**src/sparse_pkg.sv**
```systemverilog
package sparse_pkg;

    //////////////////////////////////////////////////////////////////////
    // lane and bus widths
    //////////////////////////////////////////////////////////////////////

    localparam int LANES = 16;
    localparam int I_WIDTH = 8;
    localparam int F_WIDTH = 8;
    localparam int ACC_WIDTH = I_WIDTH + F_WIDTH;

    localparam int DRAM_DATA_WIDTH = 32;
    localparam int DRAM_ADDR_WIDTH = 18;

    // one memory row holds all lanes
    localparam int ROW_WIDTH = LANES * I_WIDTH;
    localparam int WORDS_PER_ROW = ROW_WIDTH / DRAM_DATA_WIDTH;

    // default depth of the lane memories, 64 rows
    localparam int MEM_ADDR_WIDTH = 6;

    //////////////////////////////////////////////////////////////////////
    // data types
    //////////////////////////////////////////////////////////////////////

    typedef logic signed [I_WIDTH-1:0] lane_t;

    // lane 0 sits in the lowest byte
    typedef lane_t [LANES-1:0] lane_row_t;

    typedef logic signed [ACC_WIDTH-1:0] acc_t;
    typedef logic [DRAM_DATA_WIDTH-1:0] dram_word_t;
    typedef logic [DRAM_ADDR_WIDTH-1:0] dram_addr_t;

    // inclusive word range in DRAM
    typedef struct packed {
        dram_addr_t start_addr;
        dram_addr_t finish_addr;
    } region_t;

    typedef enum logic [2:0] {
        IDLE,
        LOAD_WEIGHT,
        LOAD_FEATURE,
        COMPUTE,
        FINISH
    } engine_state_e;

    typedef enum logic {
        TARGET_WEIGHT,
        TARGET_FEATURE
    } load_target_e;

endpackage

```
**src/logic/dram_access_ctrl.sv**
```systemverilog
`timescale 1ns/1ps

module dram_access_ctrl (
    input  logic                     clk_i,
    input  logic                     rd_weight_rst,
    input  logic                     start_i,
    input  sparse_pkg::region_t      weight_region_i,
    input  sparse_pkg::region_t      feature_region_i,
    input  logic                     last_i,
    output logic                     cnt_load_o,
    output logic                     cnt_step_o,
    output sparse_pkg::dram_addr_t   cnt_start_o,
    output sparse_pkg::dram_addr_t   cnt_finish_o,
    output logic                     word_valid_o,
    output sparse_pkg::load_target_e target_o,
    output logic                     rd_en_o,
    output logic                     busy_o,
    output logic                     done_o
);

    sparse_pkg::engine_state_e state_q;
    sparse_pkg::engine_state_e state_d;
    sparse_pkg::region_t       weight_q;
    sparse_pkg::region_t       feature_q;
    sparse_pkg::dram_addr_t    weight_len;
    sparse_pkg::dram_addr_t    rows_m1;
    logic [1:0]                wait_q;
    logic [1:0]                wait_d;
    logic [1:0]                rd_pipe_q;
    logic                      issue;
    logic                      done_d;

    function automatic sparse_pkg::dram_addr_t region_words(input sparse_pkg::region_t r);
        return r.finish_addr - r.start_addr + 1'b1;
    endfunction

    // rows per region, both regions are the same size
    assign weight_len = region_words(weight_q);
    assign rows_m1 = sparse_pkg::dram_addr_t'(weight_len / sparse_pkg::WORDS_PER_ROW) - 1'b1;

    //////////////////////////////////////////////////////////////////////
    // next state
    //////////////////////////////////////////////////////////////////////

    always_comb begin
        state_d      = state_q;
        wait_d       = (wait_q != 2'd0) ? wait_q - 2'd1 : 2'd0;
        cnt_load_o   = 1'b0;
        cnt_step_o   = 1'b0;
        cnt_start_o  = '0;
        cnt_finish_o = rows_m1;
        rd_en_o      = 1'b0;
        issue        = 1'b0;
        done_d       = 1'b0;

        case (state_q)
            sparse_pkg::IDLE: begin
                cnt_start_o  = weight_region_i.start_addr;
                cnt_finish_o = weight_region_i.finish_addr;
                if (start_i) begin
                    cnt_load_o = 1'b1;
                    state_d    = sparse_pkg::LOAD_WEIGHT;
                end
            end
            sparse_pkg::LOAD_WEIGHT: begin
                issue        = 1'b1;
                cnt_start_o  = feature_q.start_addr;
                cnt_finish_o = feature_q.finish_addr;
                // one drain cycle before the feature walk
                if (last_i) begin
                    cnt_load_o = 1'b1;
                    wait_d     = 2'd1;
                    state_d    = sparse_pkg::LOAD_FEATURE;
                end else begin
                    cnt_step_o = 1'b1;
                end
            end
            sparse_pkg::LOAD_FEATURE: begin
                if (wait_q == 2'd0) begin
                    issue = 1'b1;
                    // counter reloaded as row index 0..R-1
                    if (last_i) begin
                        cnt_load_o = 1'b1;
                        wait_d     = 2'd2;
                        state_d    = sparse_pkg::COMPUTE;
                    end else begin
                        cnt_step_o = 1'b1;
                    end
                end
            end
            sparse_pkg::COMPUTE: begin
                // the wait lets the last feature row reach memory
                if (wait_q == 2'd0) begin
                    rd_en_o = 1'b1;
                    if (last_i) begin
                        state_d = sparse_pkg::FINISH;
                    end else begin
                        cnt_step_o = 1'b1;
                    end
                end
            end
            sparse_pkg::FINISH: begin
                // last result is on the output this cycle
                if (rd_pipe_q[1] && !rd_pipe_q[0]) begin
                    done_d  = 1'b1;
                    state_d = sparse_pkg::IDLE;
                end
            end
            default: begin
                state_d = sparse_pkg::IDLE;
            end
        endcase
    end

    //////////////////////////////////////////////////////////////////////
    // registers
    //////////////////////////////////////////////////////////////////////

    always_ff @(posedge clk_i or posedge rd_weight_rst) begin
        if (rd_weight_rst) begin
            state_q      <= sparse_pkg::IDLE;
            wait_q       <= 2'd0;
            rd_pipe_q    <= 2'b00;
            word_valid_o <= 1'b0;
            target_o     <= sparse_pkg::TARGET_WEIGHT;
            done_o       <= 1'b0;
        end else begin
            state_q      <= state_d;
            wait_q       <= wait_d;
            rd_pipe_q    <= {rd_pipe_q[0], rd_en_o};
            word_valid_o <= issue;
            done_o       <= done_d;
            // data for an address returns one cycle later
            if (issue) begin
                target_o <= (state_q == sparse_pkg::LOAD_FEATURE) ?
                            sparse_pkg::TARGET_FEATURE : sparse_pkg::TARGET_WEIGHT;
            end
        end
    end

    always_ff @(posedge clk_i) begin
        if (state_q == sparse_pkg::IDLE && start_i) begin
            weight_q  <= weight_region_i;
            feature_q <= feature_region_i;
        end
    end

    assign busy_o = (state_q != sparse_pkg::IDLE);

    // region shape on an accepted start
    a_whole_rows : assert property (
        @(posedge clk_i) disable iff (rd_weight_rst)
        (start_i && !busy_o) |->
            (region_words(weight_region_i) % sparse_pkg::WORDS_PER_ROW == 0) &&
            (region_words(feature_region_i) % sparse_pkg::WORDS_PER_ROW == 0)
    );

    a_equal_rows : assert property (
        @(posedge clk_i) disable iff (rd_weight_rst)
        (start_i && !busy_o) |->
            region_words(weight_region_i) == region_words(feature_region_i)
    );

endmodule

```
**config.mk**
```make
export PLATFORM = sky130hd
export DESIGN_NAME = dram_access_ctrl
export DESIGN_NICKNAME = d
export VERILOG_FILES = /design/src/sparse_pkg.sv /design/src/logic/dram_access_ctrl.sv
export SDC_FILE = /design/constraint.sdc
export NUM_CORES = 1
export LEC_CHECK = 0
export BUFFER_PORTS_ARGS = -buffer_cell sky130_fd_sc_hd__buf_2
export CORE_MARGIN = 4
export CORE_UTILIZATION = 42
export CTS_CLUSTER_DIAMETER = 120
export DETAILED_ROUTE_END_ITERATION = 8
export PLACE_DENSITY = 0.75
export SETUP_SLACK_MARGIN = 0.2
export SLEW_MARGIN = 20
export SYNTH_ARGS = -nofsm -noshare
export SYNTH_HDL_FRONTEND = slang
export SYNTH_SLANG_ARGS = --single-unit
```
**constraint.sdc**
```tcl
create_clock -name clk_i -period 6.2 [get_ports clk_i]
set_clock_uncertainty 0.05 [all_clocks]
set_input_delay 0 -clock clk_i [delete_from_list [all_inputs] [get_ports clk_i]]
set_output_delay 0 -clock clk_i [all_outputs]
set_load 0.05 [all_outputs]
```
==> results of run 1 <==
==> power by group <==
group	internal, uW	switching [uW]
combinational	694	1670
sequential	748	83.9
clock	292	207
total	1730	1960
==> placed cells by master, fill, tap and decap left out, types with 6 or more instances in the layout <==
cell           Yosys  layout
inv_1             26      26
a22o_1            21      21
nor3_1            10       9
o21ai_0           14      14
dlygate4sd3_1      0      74
ha_1              32      32
nand2_1           20      20
nand3_1            8       8
nor2_1            20      19
a211oi_1           6       6
nor2b_1           10       9
xnor2_1           16      16
xor2_1             6       6
buf_2              2     118
a22oi_1           11      11
a21oi_1           19      19
a21o_1            11      11
edfxtp_1          72      72
clkbuf_16          0       9
dfrtp_1           10      10
==> metrics by stage <==
stage / setup slack [ns] / util
floorplan: 1.04 / -
global placement: 2.84 / 0.498
detailed placement: 2.68 / 0.498
CTS: 2.32 / 0.592
global route: 1.93 / 0.592
finish: 2.25 / 0.592
==> how the worst max path moves through the flow <==
stage | from | end | slack, ns | depth (start not counted)
global placement | weight_q[1]$_DFFE_PP_ | cnt_finish_o[15] | 2.84 | 14
global route | weight_q[19]$_DFFE_PP_ | cnt_finish_o[15] | 1.93 | 13
CTS | weight_q[19]$_DFFE_PP_ | cnt_finish_o[15] | 2.32 | 13
floorplan | state_q[0]$_DFFE_PP0P_ | feature_q[0]$_DFFE_PP_ | 1.04 | 5
detailed placement | weight_q[19]$_DFFE_PP_ | cnt_finish_o[15] | 2.68 | 13
finish | weight_q[19]$_DFFE_PP_ | cnt_finish_o[15] | 2.25 | 13
==> cell families (layout without fill, tap and decap cells) <==
logic type | after synthesis | in the layout
compound gates | 124 | 124
xor+xnor | 22 | 22
fa+ha+maj | 33 | 33
buf+inv | 46 | 238
flops | 82 | 82
mux | 5 | 5
simple gates | 99 | 99
==> worst max-delay path, delay by kind of cell (launching register included) <==
kind | cells | cell delay, ns
buffers and inverters | 2 | 0.38
and+or+nand+nor | 5 | 1.41
adders and majority gates | 2 | 0.50
AOI/OAI and AO/OA | 3 | 0.75
xor gates and xnor gates | 1 | 0.17
DFF | 1 | 0.36
==> flip-flops by register name, indices dropped and copies added (netlist names) <==
register / count
rd_pipe_q: 2
state_q: 3
wait_q: 2
word_valid_o: 1
feature_q: 36
target_o: 1
weight_q: 36
done_o: 1
==> final cells by class <==
cell class                 instances  area [sq um]  share of cell area
sequential                        82          2410               0.371
multi-input combinational        283          2170               0.334
timing repair buffer             195          1350               0.208
clock buffer                      12           256              0.0395
tap                              140           175              0.0270
inverter                          27           101              0.0156
clock inverter                     4          27.5             0.00424
==> per-layer routing <==
| metal | track usage | vias up | wire length, um | share of wire |
|---|---|---|---|---|
| met2 | 0.343 | 144 | 6550 | 0.50 |
| met3 | 0.0301 | 35 | 636 | 0.049 |
| met5 | 0 | - | 0 | 0 |
| met1 | 0.240 | 1956 | 5310 | 0.41 |
| li1 | - | 1945 | - | - |
| met4 | 0.116 | 0 | 478 | 0.037 |
==> repair_timing <==
action | in CTS | in global routing
hold buffers | 74 | 0
endpoints found under the hold margin | 83 | 0
setup endpoints to repair | 0 | 0
==> results.toml, run 1 <==
[grt]
grt_pass1_vias = 4210
grt_pass1_wl_um = 20600
grt.overflow.total = 0
grt.total_usage = 0.201
grt_max_degree = 54
grt_antenna_before_repair = 0

[sta]
slew_violations = 0
max_slew.worst_pin.slew_ns = 0.868
hold_violations = 0
min_period_over_period = 0.637
max_slew_margin = 0.420
fin_crit_ns = 3.95
tns_ns = 0
max_freq_ghz = 0.253
hold_slack_ns = 0.110
setup_viol = 0
rsz0062_at_grt = "false"

[worst_setup_path]
reg2reg_depth = 4
endpoint_kind = "output pin"
arrival_ns = 3.90
crit_chain = "ha_1, or3b_4, inv_2, fa_1, nand3_1, a21boi_0, o221ai_1, nand3b_1, nor4b_2, nand4_1, xnor2_1, o21ai_1, buf_2"
cp.required_ns = 6.15
crit_path_max_fanout = 4
reg2reg_to = "weight_q[5]$_DFFE_PP_"
crit_path_start_kind = "flop"
path_class = "flop to output pin"
crit_path_top_delay_cell = "or3b_4"
cpPeakStageDelay_ns = 0.43
rr_startpoint = "state_q[0]$_DFFE_PP0P_"
rrSetupSlack_ns = 3.58

[logic_synthesis]
ys_types = 63
synth_common_cells = "edfxtp_1, ha_1, inv_1"
synth_compound_area_frac = 0.194
yosys_warnings = 0
synth.area.top_cells = "edfxtp_1, ha_1, dfrtp_1, a22o_1, xnor2_1"
yosysMostFrequentCell = "edfxtp_1"
synth_top_family_by_area = "compound AO/OA/AOI/OAI gates"
ys.flop_type = "edfxtp_1"
synthAdderAreaFrac = 0.0884
synth-seq-cells = 82
synth_nets = 520
synthArstFlopShare = 0.122
synth_cells = 411
synthMuxAreaShare = 0.0105
synth_xor_area_frac = 0.0405
avgSynthCellArea_sq_um = 11.6
synth_top_area_cell = "edfxtp_1"
synthSimpleGateAreaFrac = 0.120
yosysTopAreaCellShare = 0.455
seq_area_frac_synth = 0.507
synth_edf_count = 72
synth.cell_area_sq_um = 4760

[min_path]
worstHoldPathType = "input port to flop"
min_path_cells = 5
worst_hold_path.endpoint = "state_q[0]$_DFFE_PP0P_"
hold_start = "start_i"

[drt]
firstDrtPassIters = 5
wl_um = 13000
first_iter_violations = 233
drc = 0
antenna_left = 0
via_per_inst = 5.49
vias = 4080
wl_per_cell_um = 17.5

[final_layout]
area_growth_pct = 36.6
layoutNonFillerInstCount = 743
drive_gt1_frac = 0.260
fin_nets = 707
fin_area_sq_um = 6500
nFillCells = 837
diodes = 0

[clock_network]
worstSkewPairLatency_ns = 0.34
root_buffer = "clkbuf_16"
clock-sinks = 82
cts.htree.levels = 3
clockBufferDepth = 2
cts_tree = "built"
cts_resized = 0
numCtsBuffers = 9
cts_setup_buffers = 0
clk_pin_slew_worst_paths_ns = 0.06

[power]
power.density_nw_per_um2 = 569
total_power_uw = 3700
ir_worst_vdd_mv = 0.322
p_leak_uw = 0.00283

[outcome]
status = "completed"

[floorplan]
die_h_um = 114
io_pins = 119
start_util = 0.433
core_sq_um = 11000
die_width_um = 114
rows = 38
dieArea_sq_um = 13100

[place]
place.detailed.hpwl_um = 8840
postPlaceCellArea_sq_um = 5470
portBuffers = 118
placed_cells = 653
place.gp.congestion = 0.934

[run]
maxCapViolCount = 0
(Power assumes the default switching activity.)
==> inputs of run 2 (changes only) <==
ABC_AREA = 1   (was default)
clock period = 3.7 ns   (was 6.2 ns; I/O delays follow)
==> run 2 against run 1 <==
Effect of this change: sequential share of layout area fell by 1.3 points; largest cell class unchanged; die area rose by 3.1%; critical path depth rose by 1.
==> results.toml, run 2 <==
[grt]
grt.overflow.total = 0
grt_antenna_before_repair = 0
grt_pass1_vias = 4579
grt_max_degree = 55
grt_pass1_wl_um = 21300
grt.total_usage = 0.202

[place]
place.gp.congestion = 0.911
place.detailed.hpwl_um = 8780
postPlaceCellArea_sq_um = 5690
portBuffers = 118

[min_path]
min_path_cells = 4
worst_hold_path.endpoint = "state_q[0]$_DFFE_PP0P_"
worstHoldPathType = "input port to flop"
hold_start = "start_i"

[logic_synthesis]
yosys_warnings = 0
seq_area_frac_synth = 0.491
avgSynthCellArea_sq_um = 8.97
synth_top_area_cell = "edfxtp_1"
synthArstFlopShare = 0.122
yosysTopAreaCellShare = 0.440
synth.cell_area_sq_um = 4910
ys_types = 35
synth_common_cells = "nand2_1, inv_1, edfxtp_1"
synth.area.top_cells = "edfxtp_1, nand2_1, ha_1, inv_1, dfrtp_1"
synth_nets = 657
ys.flop_type = "edfxtp_1"
synth-seq-cells = 82
synth_edf_count = 72
synth_cells = 548
yosysMostFrequentCell = "nand2_1"

[drt]
antenna_left = 0
firstDrtPassIters = 5
vias = 4494
wl_per_cell_um = 14.7
first_iter_violations = 313
via_per_inst = 5.03
drc = 0
wl_um = 13100

[worst_setup_path]
arrival_ns = 3.19
rrSetupSlack_ns = 1.64
crit_path_max_fanout = 6
reg2reg_depth = 4
endpoint_kind = "output pin"
crit_path_start_kind = "flop"
reg2reg_to = "weight_q[22]$_DFFE_PP_"
path_class = "flop to output pin"
cp.required_ns = 3.65
rr_startpoint = "state_q[2]$_DFFE_PP0P_"

[outcome]
status = "completed"

[floorplan]
core_sq_um = 11400
rows = 39
io_pins = 119
dieArea_sq_um = 13500
die_width_um = 116
die_h_um = 116
start_util = 0.430

[power]
ir_worst_vdd_mv = 0.707
p_leak_uw = 0.00323
power.density_nw_per_um2 = 924

[sta]
max_slew_margin = 0.300
rsz0062_at_grt = "false"
fin_crit_ns = 3.24
max_slew.worst_pin.slew_ns = 1.04
tns_ns = 0
min_period_over_period = 0.877
setup_viol = 0
hold_violations = 0
max_freq_ghz = 0.308
slew_violations = 0

[final_layout]
reg.largest.list = "feature_q x36, weight_q x36, state_q x3"
final_cell_mix = "nand2_1, buf_2, inv_1"
fin_nets = 855
diodes = 0
final_common_cell = "nand2_1"
drive_gt1_frac = 0.222
fin_area_sq_um = 6730
area_growth_pct = 37.0

[clock_network]
cts_tree = "built"
clock-sinks = 82
root_buffer = "clkbuf_16"
clk_pin_slew_worst_paths_ns = 0.06
worstSkewPairLatency_ns = 0.33
numCtsBuffers = 9
cts.htree.levels = 3
clockBufferDepth = 2

[run]
maxCapViolCount = 0
==> run 2: cell count changes after synthesis, moves of 9 or more <==
cell / previous run / this run
nand2_2: 0 / 13
nand3_1: 8 / 49
inv_1: 26 / 87
nor2b_1: 10 / 0
nor2_1: 20 / 35
xnor2_1: 16 / 3
nand2_1: 20 / 151
a22oi_1: 11 / 2
a21o_1: 11 / 0
==> run 2: through the flow <==
step                      power (uW)  setup WS [ns]  utilization  hold slack (ns)  instances
after floorplan                 4350          0.964            -           -0.210        548
after global placement          5160          0.902        0.498          -0.0710        804
after detailed placement        5210          0.829        0.498          -0.0523        804
after CTS                       6190          0.443        0.590           0.0731        894
after global routing            6620          0.223        0.590            0.148        894
final                           6230          0.455        0.590            0.112        894
==> run 2: logic make-up (layout without fill, tap and decap cells) <==
family | count (synthesis) | after routing | synth area share
AND/OR/NAND/NOR | 276 | 276 | 0.262
XOR/XNOR | 7 | 7 | 0.0125
buffers and inverters | 99 | 302 | 0.0766
AO/OA/AOI/OAI | 51 | 51 | 0.0726
adder cells (fa/ha/maj) | 33 | 33 | 0.0855
flip-flops | 82 | 82 | 0.491
==> run 2: worst max-delay path by stage <==
stage	start	end	slack [ns]	cells after the start
global route	weight_q[19]$_DFFE_PP_	cnt_finish_o[9]	0.22	12
CTS	weight_q[19]$_DFFE_PP_	cnt_finish_o[14]	0.44	14
finish	weight_q[19]$_DFFE_PP_	cnt_finish_o[14]	0.46	14
floorplan	state_q[2]$_DFFE_PP0P_	cnt_load_o	0.96	4
global placement	weight_q[1]$_DFFE_PP_	cnt_finish_o[14]	0.90	15
detailed placement	weight_q[19]$_DFFE_PP_	cnt_finish_o[14]	0.83	14
==> run 2: power breakdown <==
part	switching (uW)	internal (uW)
sequential	76.1	1240
combinational	2970	1040
clock	363	542
total	3410	2820
==> run 2: critical path, cell delays in order (launching register included) <==
cell,delay (ns)
edfxtp_1,0.37
ha_1,0.31
nor3b_2,0.27
fa_1,0.52
inv_1,0.09
ha_1,0.22
nand3_4,0.11
nor2_4,0.16
nand3_2,0.11
nor2_4,0.16
nand2_1,0.07
nand2_1,0.06
nand3_1,0.08
nand2_1,0.08
buf_2,0.26
==> run 2: repair_timing <==
item / in CTS / in global routing
endpoints found under the hold margin: 84 / 0
hold buffers: 74 / 0
gates resized for setup: 0 / 0
setup buffers: 0 / 0
==> run 2: layout make-up <==
cell class | instances | area (sq um)
Clock buffer | 10 | 239
Clock inverter | 6 | 65.1
Fill cell | 949 | 4680
Inverter | 92 | 347
Multi-Input combinational cell | 367 | 2130
Sequential cell | 82 | 2410
Tap cell | 143 | 179
Timing Repair Buffer | 194 | 1360
==> run 2: per-layer routing <==
metal	vias to the layer above	share of wire	GRT usage
met1	2069	0.40	0.245
met2	173	0.51	0.354
met4	0	0.029	0.0897
li1	2222	-	-
met3	30	0.062	0.0332
met5	-	0	0
==> inputs of run 3 (changes only) <==
HOLD_SLACK_MARGIN = 0.15   (was default)
==> run 3 against run 2 <==
Effect of this change: non-clock buffer count is 2 higher; largest cell class unchanged; critical endpoint unchanged; combinational power is essentially flat; sequential cell count stayed put.
==> results.toml, run 3 (synthesized netlist as in run 2, its figures left out) <==
[outcome]
status = "completed"

[final_layout]
final_common_cell = "nand2_1"
diodes = 0
area_growth_pct = 37.4
reg.largest.list = "feature_q x36, weight_q x36, state_q x3"
final_cell_mix = "nand2_1, buf_2, inv_1"
drive_gt1_frac = 0.223
fin_nets = 857
layoutNonFillerInstCount = 896

[min_path]
worst_hold_path.endpoint = "feature_q[17]$_DFFE_PP_"
hold_start = "feature_region_i[17]"
worstHoldPathType = "input port to flop"
min_path_cells = 2

[floorplan]
die_h_um = 116
io_pins = 119
start_util = 0.430
rows = 39
die_width_um = 116
dieArea_sq_um = 13500
core_sq_um = 11400

[worst_setup_path]
reg2reg_depth = 4
crit_path_top_delay_cell = "fa_1"
crit_family = "simple AND/OR/NAND/NOR gates"
rrSetupSlack_ns = 1.64
crit_path_start_kind = "flop"
reg2reg_to = "feature_q[0]$_DFFE_PP_"
crit_buf_inv = 2
endpoint_kind = "output pin"
crit_chain = "ha_1, nor3b_2, fa_1, inv_1, ha_1, nand3_4, nor2_4, nand3_2, nor2_4, nand2_1, nand2_1, nand3_1, nand2_1, buf_2"
rr_startpoint = "state_q[2]$_DFFE_PP0P_"
cp.required_ns = 3.65
path_class = "flop to output pin"
arrival_ns = 3.19
crit_top_cell = "nand2_1"
crit_path_max_fanout = 6
cpPeakStageDelay_ns = 0.52

[clock_network]
cts.htree.levels = 3
clockBufferDepth = 2
clock-sinks = 82
clk_pin_slew_worst_paths_ns = 0.06
worstSkewPairLatency_ns = 0.33
root_buffer = "clkbuf_16"
cts_setup_buffers = 0
numCtsBuffers = 9
cts_tree = "built"

[drt]
wl_per_cell_um = 14.7
antenna_left = 0
drc = 0
wl_um = 13100
firstDrtPassIters = 7
first_iter_violations = 366
vias = 4520
via_per_inst = 5.04

[power]
ir_worst_vdd_mv = 0.725
power.density_nw_per_um2 = 922
p_leak_uw = 0.00324
power.internal_uw = 2820
seq_power_share = 0.211
netSwitchingFraction = 0.547
p_comb_frac = 0.643
clkPwrFrac = 0.146
p_switching_uw = 3410
total_power_uw = 6230

[place]
placed_cells = 804
portBuffers = 118
place_ws_ns = 0.829
place.detailed.hpwl_um = 8780
place.gp.congestion = 0.911

[grt]
grt.total_usage = 0.203
grt_antenna_before_repair = 0
grt_pass1_vias = 4621
grt.overflow.total = 0
grt_max_degree = 55
grt_pass1_wl_um = 21400

[sta]
hold_violations = 0
hold_slack_ns = 0.324
setup_slack_ns = 0.455
fin_crit_ns = 3.24
max_freq_ghz = 0.308
tns_ns = 0
slew_violations = 0
min_period_over_period = 0.877
rsz0062_at_grt = "false"
max_slew.worst_pin.slew_ns = 0.632
setup_viol = 0
max_slew_margin = 0.578

[run]
maxCapViolCount = 0
run 3: changes by cell type in the layout (fill, tap and decap cells not counted), sizes merged:
cell	before	now
dlygate4sd3	74	76
clkinv	5	4
inv	91	92
run 3: stage by stage:
stage,cell area (sq um),util
3_5_place_dp,5690,0.498
4_1_cts,6750,0.591
3_3_place_gp,5690,0.498
6_report,6750,0.591
5_1_grt,6750,0.591
2_1_floorplan,4920,-
run 3: worst register-to-register path, cell delays in order, from the launching register on:
cell and delay [ns]:
dfrtp_1 0.43, nor2_1 0.18, nand2_1 0.19, nor2_4 0.51, buf_12 0.35
run 3: timing repair:
action / 4_1_cts / 5_1_grt
hold buffers: 76 / 0
gates resized for setup: 0 / 0
endpoints found under the hold margin: 106 / 0
run 3: layout make-up:
type,count,area [sq um]
clock inverter,6,65.1
inverter,92,347
fill,945,4660
sequential,82,2410
multi-input combinational,367,2130
clock buffer,10,239
timing repair buffer,196,1380
tap,143,179
run 3: how the worst max path moves through the flow:
stage | startpoint | endpoint | slack [ns] | cells past startpoint
after floorplan | state_q[2]$_DFFE_PP0P_ | cnt_load_o | 0.96 | 4
after global placement | weight_q[1]$_DFFE_PP_ | cnt_finish_o[14] | 0.90 | 15
after detailed placement | weight_q[19]$_DFFE_PP_ | cnt_finish_o[14] | 0.83 | 14
after CTS | weight_q[19]$_DFFE_PP_ | cnt_finish_o[14] | 0.44 | 14
after global routing | weight_q[19]$_DFFE_PP_ | cnt_finish_o[9] | 0.22 | 12
final | weight_q[19]$_DFFE_PP_ | cnt_finish_o[14] | 0.46 | 14
run 3: power groups by stage:
| stage | Clock (uW) | Combinational, uW | Sequential (uW) |
|---|---|---|---|
| floorplan | 0 | 3000 | 1350 |
| global placement | 0 | 3840 | 1320 |
| detailed placement | 0 | 3880 | 1330 |
| CTS | 911 | 3970 | 1310 |
| global route | 959 | 4330 | 1330 |
| finish | 907 | 4010 | 1310 |
run 3: routing by layer:
layer / global-route usage / up-vias / routed length (um)
li1: - / 2224 / -
met1: 0.250 / 2098 / 5300
met2: 0.353 / 172 / 6720
met3: 0.0326 / 26 / 766
met4: 0.0897 / 0 / 346
met5: 0 / - / 0
